===== config.mk =====
export PLATFORM = sky130hd
export DESIGN_NAME = cp15Read
export DESIGN_NICKNAME = d
export VERILOG_FILES = /design/src/legPkg.sv /design/src/cp15Read.sv
export SDC_FILE = /design/constraint.sdc
export NUM_CORES = 1
export LEC_CHECK = 0
export ABC_CLOCK_PERIOD_IN_PS = 1400
export BUFFER_PORTS_ARGS = -buffer_cell sky130_fd_sc_hd__buf_4
export CORE_MARGIN = 5
export CORE_UTILIZATION = 35
export CTS_BUF_LIST = sky130_fd_sc_hd__clkbuf_8
export CTS_CLUSTER_SIZE = 10
export DETAILED_ROUTE_END_ITERATION = 16
export GPL_TIMING_DRIVEN = 1
export PLACE_DENSITY = 0.77
export SLEW_MARGIN = 20
export SYNTH_ARGS = -nofsm -noshare
export SYNTH_HDL_FRONTEND = slang
export SYNTH_SLANG_ARGS = --single-unit

===== constraint.sdc =====
create_clock -name clk -period 1.4 [get_ports clk]
set_input_delay 0.07 -clock clk [delete_from_list [all_inputs] [get_ports clk]]
set_output_delay 0.07 -clock clk [all_outputs]
set_load 0.02 [all_outputs]

===== src/legPkg.sv =====
// LEG system control definitions
package legPkg;

  // Target register of a CP15 access
  typedef enum logic [3:0] {
    regId      = 4'd0,
    regControl = 4'd1,
    regTBase   = 4'd2,
    regDomain  = 4'd3,
    regFsr     = 4'd4,
    regFar     = 4'd5,
    regCacheOp = 4'd6,
    regTlbOp   = 4'd7,
    regNone    = 4'd8
  } cp15RegE;

  // Cache and TLB maintenance operations
  typedef enum logic [2:0] {
    opNone      = 3'd0,
    opInvI      = 3'd1,
    opInvD      = 3'd2,
    opInvBoth   = 3'd3,
    opCleanD    = 3'd4,
    opFlushI    = 3'd5,
    opFlushD    = 3'd6,
    opFlushBoth = 3'd7
  } maintOpE;

  // Control register bit positions
  localparam int ctrlBitEnD     = 2;
  localparam int ctrlBitEnI     = 12;
  localparam int ctrlBitHighVec = 13;

endpackage


===== src/cp15Read.sv =====
// CP15 read-back and cache enables
`timescale 1ns/10ps

module cp15Read #(
  parameter logic [31:0] idValue = 32'h4106_0000
) (
  input  logic            clk,
  input  logic            rst,
  input  logic            accValid,
  input  logic            accWrite,
  input  legPkg::cp15RegE regSel,
  input  logic [31:0]     control,
  input  logic [31:0]     tBase,
  input  logic [31:0]     domain,
  input  logic [31:0]     fsr,
  input  logic [31:0]     far,
  output logic [31:0]     cp15Rd,
  output logic            enI,
  output logic            enD,
  output logic            highVec
);

  logic [31:0] rdNext;

  always_comb
  begin
    case (regSel)
      legPkg::regId:      rdNext = idValue;
      legPkg::regControl: rdNext = control;
      legPkg::regTBase:   rdNext = tBase;
      legPkg::regDomain:  rdNext = domain;
      legPkg::regFsr:     rdNext = fsr;
      legPkg::regFar:     rdNext = far;
      // Maintenance registers read as zero
      default:            rdNext = '0;
    endcase
  end

  // Held until the next read
  always_ff @(posedge clk)
  begin
    if (rst)
      cp15Rd <= '0;
    else if (accValid && !accWrite)
      cp15Rd <= rdNext;
  end

  // Levels seen by the caches and the core
  assign enI     = control[legPkg::ctrlBitEnI];
  assign enD     = control[legPkg::ctrlBitEnD];
  assign highVec = control[legPkg::ctrlBitHighVec];

endmodule


==> results of run 1 <==
worst min-delay path: stages:
cell and delay (ps):
buf_4 80, a222oi_1 70, o21ai_1 100
stage by stage:
step | setup TNS, ps | std cells | power [W] | hold slack (ps) | utilization
2_1_floorplan | 0 | 247 | 0.00128 | 253 | -
3_3_place_gp | -3410 | 514 | 0.00173 | 352 | 0.636
3_5_place_dp | -4690 | 514 | 0.00175 | 352 | 0.636
4_1_cts | 0 | 521 | 0.00241 | 69.4 | 0.649
5_1_grt | 0 | 521 | 0.00252 | 88.5 | 0.650
6_report | 0 | 521 | 0.00238 | 78.1 | 0.650
per-layer routing:
| metal | global-route usage | part of all wire |
|---|---|---|
| met3 | 0.0581 | 0.12 |
| met4 | 0.0555 | 0.0028 |
| met5 | 0 | 0 |
| met1 | 0.245 | 0.34 |
| met2 | 0.425 | 0.53 |
layout make-up:
class / count / area, sq um / area share
flip-flops and latches: 32 / 641 / 0.165
well taps: 75 / 93.8 / 0.0241
inverters: 2 / 7.51 / 0.00193
clock inverters: 2 / 8.76 / 0.00225
multi-input cells: 184 / 1400 / 0.360
clock buffers: 5 / 68.8 / 0.0177
repair buffers: 221 / 1670 / 0.429
cell usage after synthesis (all sizes together):
| master | count |
|---|---|
| a32o | 1 |
| buf | 17 |
| nand2b | 4 |
| nor2b | 2 |
| a21oi | 6 |
| nand2 | 33 |
| nand4 | 1 |
| a31oi | 1 |
| and2 | 1 |
| o21ai | 31 |
| a21o | 1 |
| nand3 | 1 |
| nor2 | 3 |
| o22ai | 3 |
| nor3b | 2 |
| or3b | 2 |
| a32oi | 1 |
| inv | 2 |
| dfxtp | 32 |
| mux2i | 8 |
| nor3 | 1 |
| a222oi | 26 |
| clkbuf | 12 |
| mux2 | 30 |
| a22o | 26 |
logic make-up (layout without fill, tap and decap cells):
| logic type | after synthesis | after routing | synth area share |
|---|---|---|---|
| AO/OA/AOI/OAI | 96 | 96 | 0.330 |
| AND/OR/NAND/NOR | 50 | 50 | 0.108 |
| multiplexers | 38 | 38 | 0.191 |
| flip-flops | 32 | 32 | 0.292 |
| buffers and inverters | 31 | 230 | 0.0787 |
worst max path at each step:
stage,slack (ps),to
finish,230,cp15Rd[25]
global route,100,cp15Rd[8]
CTS,90,cp15Rd[13]
detailed placement,-210,cp15Rd[13]
global placement,-150,cp15Rd[8]
floorplan,60,cp15Rd[10]
power by group through the flow:
stage	sequential [W]	combinational, W	clock (W)
finish	0.000927	0.000803	0.000654
global route	0.000927	0.000867	0.000720
CTS	0.000927	0.000804	0.000678
detailed placement	0.000947	0.000802	0
global placement	0.000947	0.000787	0
floorplan	0.000961	0.000320	0
==> results.py, run 1 <==
metrics = {
    "cells_and_area": {
        "largest_reg_flops": 32,
        "antennaDiodeCount": 0,
        "regMostFlops": "cp15Rd",
        "final_cell_mix": "220 x buf_4, 33 x nand2_1, 32 x dfxtp_1",
        "nets": 614,
        "postLayoutCellArea_sq_mm": 0.00389,
        "fill_cells": 542,
        "layout_commonest_cell": "buf_4",
        "drive_gt1_frac": 0.587,
        "reg_top3": "cp15Rd x32",
        "syn_to_final_growth_pct": 77.5,
    },
    "timing": {
        "post-route-period-util": 0.835,
        "finalWorstSetupSlack_ps": 230,
        "drv_slew": 0,
        "hold_viol_final": 0,
        "slew_headroom": 0.572,
        "worst_pin_slew_ps": 640,
        "rsz0062_at_grt": "no",
        "final.min_clock_period_ps": 1170,
        "fin_skew_ps": 0,
        "setup_violations": 0,
        "clock.fmax_ghz": 0.855,
    },
    "detailed_routing": {
        "wl_per_cell_um": 17.9,
        "ant_nets": 0,
        "dr.pass1.iters": 7,
        "vias": 2826,
        "routed_wirelength_um": 9330,
        "viasPerCell": 5.42,
        "drtIter0Drc": 216,
        "drc": 0,
    },
    "global_routing": {
        "gr-total-overflow": 0,
        "antenna_found_initial": 0,
        "grt_pass1_vias": 2974,
        "grt_max_degree": 29,
        "grtUsageTotal": 0.224,
        "grt_pass1_wl_um": 13800,
    },
    "setup_path": {
        "path_class": "in2reg",
        "reg2reg_depth": 1,
        "crit_buf_inv": 3,
        "crit_slowest_cell": "a222oi_1",
        "cp_cell_sequence": "buf_4, buf_4, nor3b_2, and2_1, buf_4, a222oi_1, o21ai_1",
        "crit_cells": 7,
        "crit_required_ps": 1560,
        "critPathLaunch": "regSel[0]",
        "worstSetupEndpointType": "flip-flop",
        "cp_common_cell": "buf_4",
        "cpPeakStageDelay_ps": 360,
        "worstReg2RegEnd": "cp15Rd[19]",
        "reg2reg_slack_ps": 840,
        "worstPathMaxFanout": 14,
        "worst_setup_path_start_kind": "input port",
        "crit_arrival_ps": 1330,
        "crit_family": "compound AO/OA/AOI/OAI gates",
        "worstReg2RegStart": "cp15Rd[19]",
    },
    "power": {
        "seqPwrFrac": 0.389,
        "ir_drop_mv": 0.345,
        "clockPowerShare": 0.274,
        "p_sw_frac": 0.262,
        "p_comb_frac": 0.337,
        "power.internal_w": 0.00176,
        "p_per_area_mw_per_mm2": 612,
        "leakage_nw": 1.83,
        "total_switching_power_w": 0.000624,
    },
    "clock_network": {
        "ctsHoldBuffers": 0,
        "cts.sinks": 32,
        "htreeDepth": 2,
        "cts_root_buffer": "clkbuf_8",
        "clkTransAtPathRegs_ps": 60,
        "cts_resized": 0,
        "cts_buffers": 5,
        "cts_setup_buffers": 0,
        "tritoncts": "done",
        "clock_path_buffers": 2,
        "clock_latency_ps": 280,
    },
    "place": {
        "dp_hpwl_um": 7480,
        "place.gp.congestion": 0.770,
        "post_dp_cell_area_sq_mm": 0.00381,
        "place_ws_ps": -208,
        "portBuffers": 202,
    },
    "worst_hold_path": {
        "min_from": "far[1]",
        "hold_class": "in2reg",
        "min_to": "cp15Rd[1]",
        "min_path_cells": 3,
    },
    "logic_synthesis": {
        "yosys.area.top_type_share": 0.292,
        "mappedNetlistArea_sq_mm": 0.00219,
        "yosysUniqueCellTypes": 28,
        "ys_ff_latch": 32,
        "yosysSeqAreaShare": 0.292,
        "synth_area_leaders": "dfxtp_1 29%, mux2_2 15%, a222oi_1 12%",
        "yosys.area.top_type": "dfxtp_1",
        "synthCells": 247,
        "syn_nets": 415,
        "ys_warn_count": 0,
        "postSynthAreaPerCell_sq_um": 8.88,
    },
    "floorplanning": {
        "fp.coreArea_sq_mm": 0.00599,
        "ioPinCount": 203,
        "start_util": 0.366,
        "placementRows": 28,
        "die_h_um": 89.2,
        "dieWidth_um": 89.2,
        "dieArea_sq_mm": 0.00795,
    },
    "status": {
        "status": "finished, final reports clean",
    },
    "run": {
        "drv_cap": 0,
    },
}
Note: power is estimated with default switching activity, not from simulation.
==> run 2: changes to the inputs <==
--- a/config.mk
+++ b/config.mk
@@ -5,15 +5,15 @@
 export SDC_FILE = /design/constraint.sdc
 export NUM_CORES = 1
 export LEC_CHECK = 0
-export ABC_CLOCK_PERIOD_IN_PS = 1400
+export ABC_CLOCK_PERIOD_IN_PS = 1100
 export BUFFER_PORTS_ARGS = -buffer_cell sky130_fd_sc_hd__buf_4
 export CORE_MARGIN = 5
-export CORE_UTILIZATION = 35
+export CORE_UTILIZATION = 38
 export CTS_BUF_LIST = sky130_fd_sc_hd__clkbuf_8
 export CTS_CLUSTER_SIZE = 10
 export DETAILED_ROUTE_END_ITERATION = 16
 export GPL_TIMING_DRIVEN = 1
-export PLACE_DENSITY = 0.77
+export PLACE_DENSITY = 0.79
 export SLEW_MARGIN = 20
 export SYNTH_ARGS = -nofsm -noshare
 export SYNTH_HDL_FRONTEND = slang
==> constraint.sdc (replaced) <==
create_clock -name clk -period 1.1 [get_ports clk]
set_input_delay 0.055 -clock clk [delete_from_list [all_inputs] [get_ports clk]]
set_output_delay 0.055 -clock clk [all_outputs]
set_load 0.02 [all_outputs]
==> run 2 against run 1 <==
  * Sequential cell count did not move
  * First-iteration DRC count fell by 12%
  * Non-clock buffer count rose by 7
  * Setup slack got worse by 230 ps
  * Largest cell class unchanged
  * Critical path type unchanged
  * Final area rose by 6.5%
  * Sequential power rose by 27%
  * Combinational power rose by 38%
==> results.py, run 2 (synthesis results as in run 1) <==
metrics = {
    "status": {
        "status": "finished, final reports clean",
    },
    "setup_path": {
        "worstPathMaxFanout": 13,
        "worstReg2RegEnd": "cp15Rd[19]",
        "crit_arrival_ps": 1260,
        "reg2reg_slack_ps": 540,
        "path_class": "in2reg",
        "worst_setup_path_start_kind": "input port",
        "worstSetupEndpointType": "flip-flop",
        "reg2reg_depth": 1,
        "worstReg2RegStart": "cp15Rd[19]",
        "crit_required_ps": 1270,
    },
    "place": {
        "portBuffers": 202,
        "place.gp.congestion": 0.822,
        "dp_hpwl_um": 7730,
    },
    "detailed_routing": {
        "drtIter0Drc": 191,
        "vias": 2977,
        "dr.pass1.iters": 9,
        "routed_wirelength_um": 10400,
        "ant_nets": 0,
        "wl_per_cell_um": 19.8,
        "viasPerCell": 5.66,
        "drc": 0,
    },
    "clock_network": {
        "clock_latency_ps": 280,
        "ctsHoldBuffers": 0,
        "clock_path_buffers": 2,
        "cts_root_buffer": "clkbuf_8",
        "tritoncts": "done",
        "clkTransAtPathRegs_ps": 70,
        "cts.sinks": 32,
        "htreeDepth": 2,
        "cts_buffers": 5,
    },
    "timing": {
        "worst_pin_slew_ps": 679,
        "hold_viol_final": 0,
        "final.min_clock_period_ps": 1100,
        "slew_headroom": 0.546,
        "post-route-period-util": 0.996,
        "clock.fmax_ghz": 0.913,
        "fin_tns_setup_ps": 0,
        "drv_slew": 0,
        "fin_skew_ps": 0,
        "setup_violations": 0,
        "rsz0062_at_grt": "yes",
    },
    "power": {
        "ir_drop_mv": 0.740,
        "leakage_nw": 1.94,
        "p_per_area_mw_per_mm2": 855,
    },
    "cells_and_area": {
        "drive_gt1_frac": 0.599,
        "largest_reg_flops": 32,
        "reg_top3": "cp15Rd x32",
        "fin_util": 0.744,
        "final_cell_mix": "215 x buf_4, 33 x nand2_1, 32 x dfxtp_1",
        "syn_to_final_growth_pct": 89.1,
        "nets": 621,
        "regMostFlops": "cp15Rd",
        "fill_cells": 451,
        "multi_input_area_sq_mm": 0.00142,
        "antennaDiodeCount": 0,
        "ff_latch_area_sq_um": 641,
        "layout_commonest_cell": "buf_4",
    },
    "global_routing": {
        "grt_max_degree": 32,
        "grt_pass1_wl_um": 15100,
        "grtUsageTotal": 0.258,
        "gr-total-overflow": 0,
        "grt_pass1_vias": 3062,
        "antenna_found_initial": 0,
    },
    "floorplanning": {
        "die_h_um": 86.0,
        "start_util": 0.393,
        "fp.coreArea_sq_mm": 0.00557,
        "ioPinCount": 203,
        "dieWidth_um": 86.0,
        "placementRows": 27,
        "dieArea_sq_mm": 0.00739,
    },
    "run": {
        "drv_cap": 0,
    },
    "worst_hold_path": {
        "min_to": "cp15Rd[22]",
        "hold_class": "in2reg",
        "min_path_cells": 3,
        "min_from": "far[22]",
    },
}
==> run 2: changes by cell type in the layout (fill, tap and decap cells not counted), moves of 2 or more <==
| cell | change |
|---|---|
| clkbuf_16 | +4 |
| buf_6 | +2 |
| buf_4 | -5 |
| buf_8 | +2 |
| clkbuf_8 | +2 |
| buf_12 | +4 |
==> run 2: where the power goes <==
part | total (W) | switching, W | internal (W)
registers | 0.00118 | 0.00000787 | 0.00117
clock network | 0.00125 | 0.000454 | 0.000799
logic | 0.00111 | 0.000409 | 0.000705
==> run 2: stage by stage <==
stage | hold WS, ps | instance area, sq um | power [W] | std cells | setup slack (ps)
final | 59.7 | 4150 | 0.00355 | 526 | 4.72
after global placement | 321 | 3880 | 0.00224 | 513 | -463
after floorplan | 223 | 2210 | 0.00163 | 247 | -89.8
after global routing | 69.7 | 4150 | 0.00370 | 526 | -29.6
after CTS | 53.5 | 4010 | 0.00352 | 521 | 6.32
after detailed placement | 321 | 3880 | 0.00226 | 513 | -533
==> run 2: worst max path at each step <==
stage	from	to	slack, ps
after global placement	regSel[2]	cp15Rd[22]	-460
after global routing	regSel[0]	cp15Rd[27]	-30
after CTS	regSel[0]	cp15Rd[29]	6
final	regSel[0]	cp15Rd[11]	5
after detailed placement	regSel[2]	cp15Rd[1]	-530
after floorplan	regSel[0]	cp15Rd[0]	-90
==> run 2: timing repair <==
action	CTS	global route
resized for setup	1	9
gates cloned	0	4
buffers inserted	0	1
setup endpoints to repair	26	25
pin swaps	7	4
==> run 2: worst max-delay path: stages <==
cell and delay, ps:
buf_6 100, buf_8 130, nor3b_4 150, and2_4 190
clkbuf_16 180, a222oi_1 360, o21ai_1 90
==> run 2: per-layer routing <==
metal	wire length, um	share of wire	track usage	vias to the layer above
met5	0	0	0	-
li1	-	-	-	1382
met1	3640	0.35	0.268	1395
met4	180	0.017	0.0763	0
met2	5410	0.52	0.486	185
met3	1190	0.11	0.0845	15
==> run 2: final cells by class <==
cell class	instances	area share
repair buffers	228	0.450
multi-input cells	184	0.341
flip-flops and latches	32	0.154
clock buffers	7	0.0232
well taps	72	0.0217
clock inverters	1	0.00724
inverters	2	0.00181
==> run 3: changes to the inputs <==
--- a/config.mk
+++ b/config.mk
@@ -5,15 +5,16 @@
 export SDC_FILE = /design/constraint.sdc
 export NUM_CORES = 1
 export LEC_CHECK = 0
+export ABC_AREA = 1
 export ABC_CLOCK_PERIOD_IN_PS = 1100
 export BUFFER_PORTS_ARGS = -buffer_cell sky130_fd_sc_hd__buf_4
 export CORE_MARGIN = 5
-export CORE_UTILIZATION = 38
-export CTS_BUF_LIST = sky130_fd_sc_hd__clkbuf_8
+export CORE_UTILIZATION = 42
+export CTS_BUF_LIST = sky130_fd_sc_hd__clkbuf_2
 export CTS_CLUSTER_SIZE = 10
 export DETAILED_ROUTE_END_ITERATION = 16
 export GPL_TIMING_DRIVEN = 1
-export PLACE_DENSITY = 0.79
+export PLACE_DENSITY = 0.8
 export SLEW_MARGIN = 20
 export SYNTH_ARGS = -nofsm -noshare
 export SYNTH_HDL_FRONTEND = slang
==> run 3 against run 2 <==
  * Total power shrank 18%
  * Largest cell class unchanged
  * Sequential cell count is the same
  * Clock skew is the same
  * Largest power group is now sequential cells
  * Global-route usage grew 0.74 points
  * Combinational power grew 4%
  * Maximum frequency grew 17%
  * Critical path type is now reg2out
  * Sequential power is essentially flat
  * Final area grew 8.4%
  * Setup slack gained 160 ps
  * Clock power shrank 56%
==> results.py, run 3 <==
metrics = {
    "cells_and_area": {
        "largest_reg_flops": 32,
        "drive_gt1_frac": 0.335,
        "nets": 884,
        "final_cells": 794,
        "regMostFlops": "cp15Rd",
        "postLayoutCellArea_sq_mm": 0.00450,
        "layout_commonest_cell": "buf_4",
        "syn_to_final_growth_pct": 62.2,
        "reg_top3": "cp15Rd x32",
        "antennaDiodeCount": 0,
        "final_cell_mix": "219 x buf_4, 160 x nand2_1, 130 x nand3_1",
    },
    "place": {
        "portBuffers": 202,
        "place.gp.congestion": 0.878,
        "place_ws_ps": -120,
        "dp_cells": 786,
        "dp_hpwl_um": 8990,
        "post_dp_cell_area_sq_mm": 0.00446,
    },
    "setup_path": {
        "worstReg2RegStart": "cp15Rd[14]",
        "crit_family": "flip-flops",
        "reg2reg_depth": 2,
        "crit_slowest_cell": "dfxtp_1",
        "worst_setup_path_start_kind": "flip-flop",
        "crit_arrival_ps": 880,
        "path_class": "reg2out",
        "worstReg2RegEnd": "cp15Rd[14]",
        "crit_buf_inv": 1,
        "reg2reg_slack_ps": 450,
        "worstSetupEndpointType": "primary output",
        "worstPathMaxFanout": 2,
        "cpPeakStageDelay_ps": 370,
        "crit_required_ps": 1040,
        "cp_cell_sequence": "buf_4",
    },
    "detailed_routing": {
        "vias": 3980,
        "ant_nets": 0,
        "drtIter0Drc": 170,
        "dr.pass1.iters": 4,
        "drc": 0,
        "wl_per_cell_um": 14.2,
        "viasPerCell": 5.01,
        "routed_wirelength_um": 11300,
    },
    "logic_synthesis": {
        "postSynthAreaPerCell_sq_um": 5.31,
        "yosysUniqueCellTypes": 15,
        "ys_warn_count": 0,
        "synthXorXnorAreaFrac": 0,
        "yosys.area_share.simple": 0.553,
        "synth_compound_area_frac": 0.0704,
        "synth_flop_cell": "dfxtp_1",
        "synth_top_family_by_area": "simple AND/OR/NAND/NOR gates",
        "synthMuxAreaShare": 0,
        "mappedNetlistArea_sq_mm": 0.00277,
        "synthCells": 522,
        "async_reset_ff_frac": 0,
        "synth_edf_count": 0,
        "yosys.area.top_type": "nand3_1",
        "yosysSeqAreaShare": 0.231,
        "synth_area_leaders": "nand3_1 23%, dfxtp_1 23%, nand2_1 22%",
        "synth_commonest_cells": "160 x nand2_1, 130 x nand3_1, 60 x nor2_1",
        "syn_nets": 690,
        "yosys.area.top_type_share": 0.235,
        "yosysMostFrequentCell": "nand2_1",
        "ys_ff_latch": 32,
        "synth_adder_area_share": 0,
    },
    "power": {
        "leakage_nw": 2.53,
        "ir_drop_mv": 0.390,
        "power_w": 0.00291,
        "p_per_area_mw_per_mm2": 648,
    },
    "floorplanning": {
        "fp.coreArea_sq_mm": 0.00639,
        "dieArea_sq_mm": 0.00833,
        "die_h_um": 91.3,
        "ioPinCount": 203,
        "dieWidth_um": 91.3,
        "start_util": 0.434,
        "placementRows": 29,
    },
    "clock_network": {
        "cts_resized": 0,
        "ctsHoldBuffers": 0,
        "clock_path_buffers": 2,
        "tritoncts": "done",
        "cts_root_buffer": "clkbuf_2",
        "clock_latency_ps": 350,
        "clkTransAtPathRegs_ps": 160,
        "cts_buffers": 5,
        "htreeDepth": 2,
        "cts.sinks": 32,
        "cts_setup_buffers": 0,
    },
    "worst_hold_path": {
        "min_to": "cp15Rd[19]",
        "min_from": "rst",
        "min_path_cells": 2,
        "hold_class": "in2reg",
    },
    "timing": {
        "worst_pin_slew_ps": 348,
        "post-route-period-util": 0.853,
        "hold_viol_final": 0,
        "slew_headroom": 0.768,
        "fin_skew_ps": 0,
        "rsz0062_at_grt": "no",
        "finalWorstSetupSlack_ps": 161,
        "final.min_clock_period_ps": 939,
        "setup_violations": 0,
        "drv_slew": 0,
        "clock.fmax_ghz": 1.07,
    },
    "global_routing": {
        "grtUsageTotal": 0.265,
        "grt_pass1_wl_um": 18500,
        "grt_max_degree": 54,
        "gr-total-overflow": 0,
        "grt_pass1_vias": 3974,
        "antenna_found_initial": 0,
    },
    "run": {
        "drv_cap": 0,
    },
    "status": {
        "status": "finished, final reports clean",
    },
}
## run 3: worst max-delay path by stage
| stage | start | end | slack, ps | cells after the start |
|---|---|---|---|---|
| after global routing | cp15Rd[20] | cp15Rd[20] | 70 | 1 |
| after detailed placement | regSel[3] | cp15Rd[14] | -120 | 9 |
| final | cp15Rd[1] | cp15Rd[1] | 160 | 1 |
| after floorplan | regSel[1] | cp15Rd[10] | 110 | 8 |
| after global placement | regSel[0] | cp15Rd[16] | -90 | 10 |
| after CTS | cp15Rd[31] | cp15Rd[31] | 120 | 1 |
## run 3: area by class of cell
class / count / area (sq um)
Clock inverter: 1 / 3.75
Fill cell: 593 / 1890
Clock buffer: 7 / 35.0
Sequential cell: 32 / 641
Inverter: 60 / 225
Timing Repair Buffer: 225 / 1760
Multi-Input combinational cell: 392 / 1730
Tap cell: 77 / 96.3
## run 3: metrics by stage
step           TNS, ps  hold WS (ps)   util
5_1_grt              0          60.8  0.704
6_report             0          88.2  0.704
3_3_place_gp     -1020           323  0.698
3_5_place_dp     -1770           327  0.698
4_1_cts              0          59.2  0.704
2_1_floorplan        0           124      -
## run 3: cell families after synthesis
kind of cell | Yosys count
buffers and inverters | 98
and+or+nand+nor | 355
DFF | 32
AOI/OAI and AO/OA | 37
## run 3: report_power, final
part / internal [W] / switching [W] / leakage, nW
logic: 0.000614 / 0.000536 / 2.24
clock network: 0.000171 / 0.000386 / 0.0306
registers: 0.00119 / 0.0000165 / 0.259
## run 3: layer usage
metal,part of all wire,track usage
met3,0.099,0.0826
met4,0.025,0.0856
met1,0.38,0.307
met2,0.50,0.463
met5,0,0
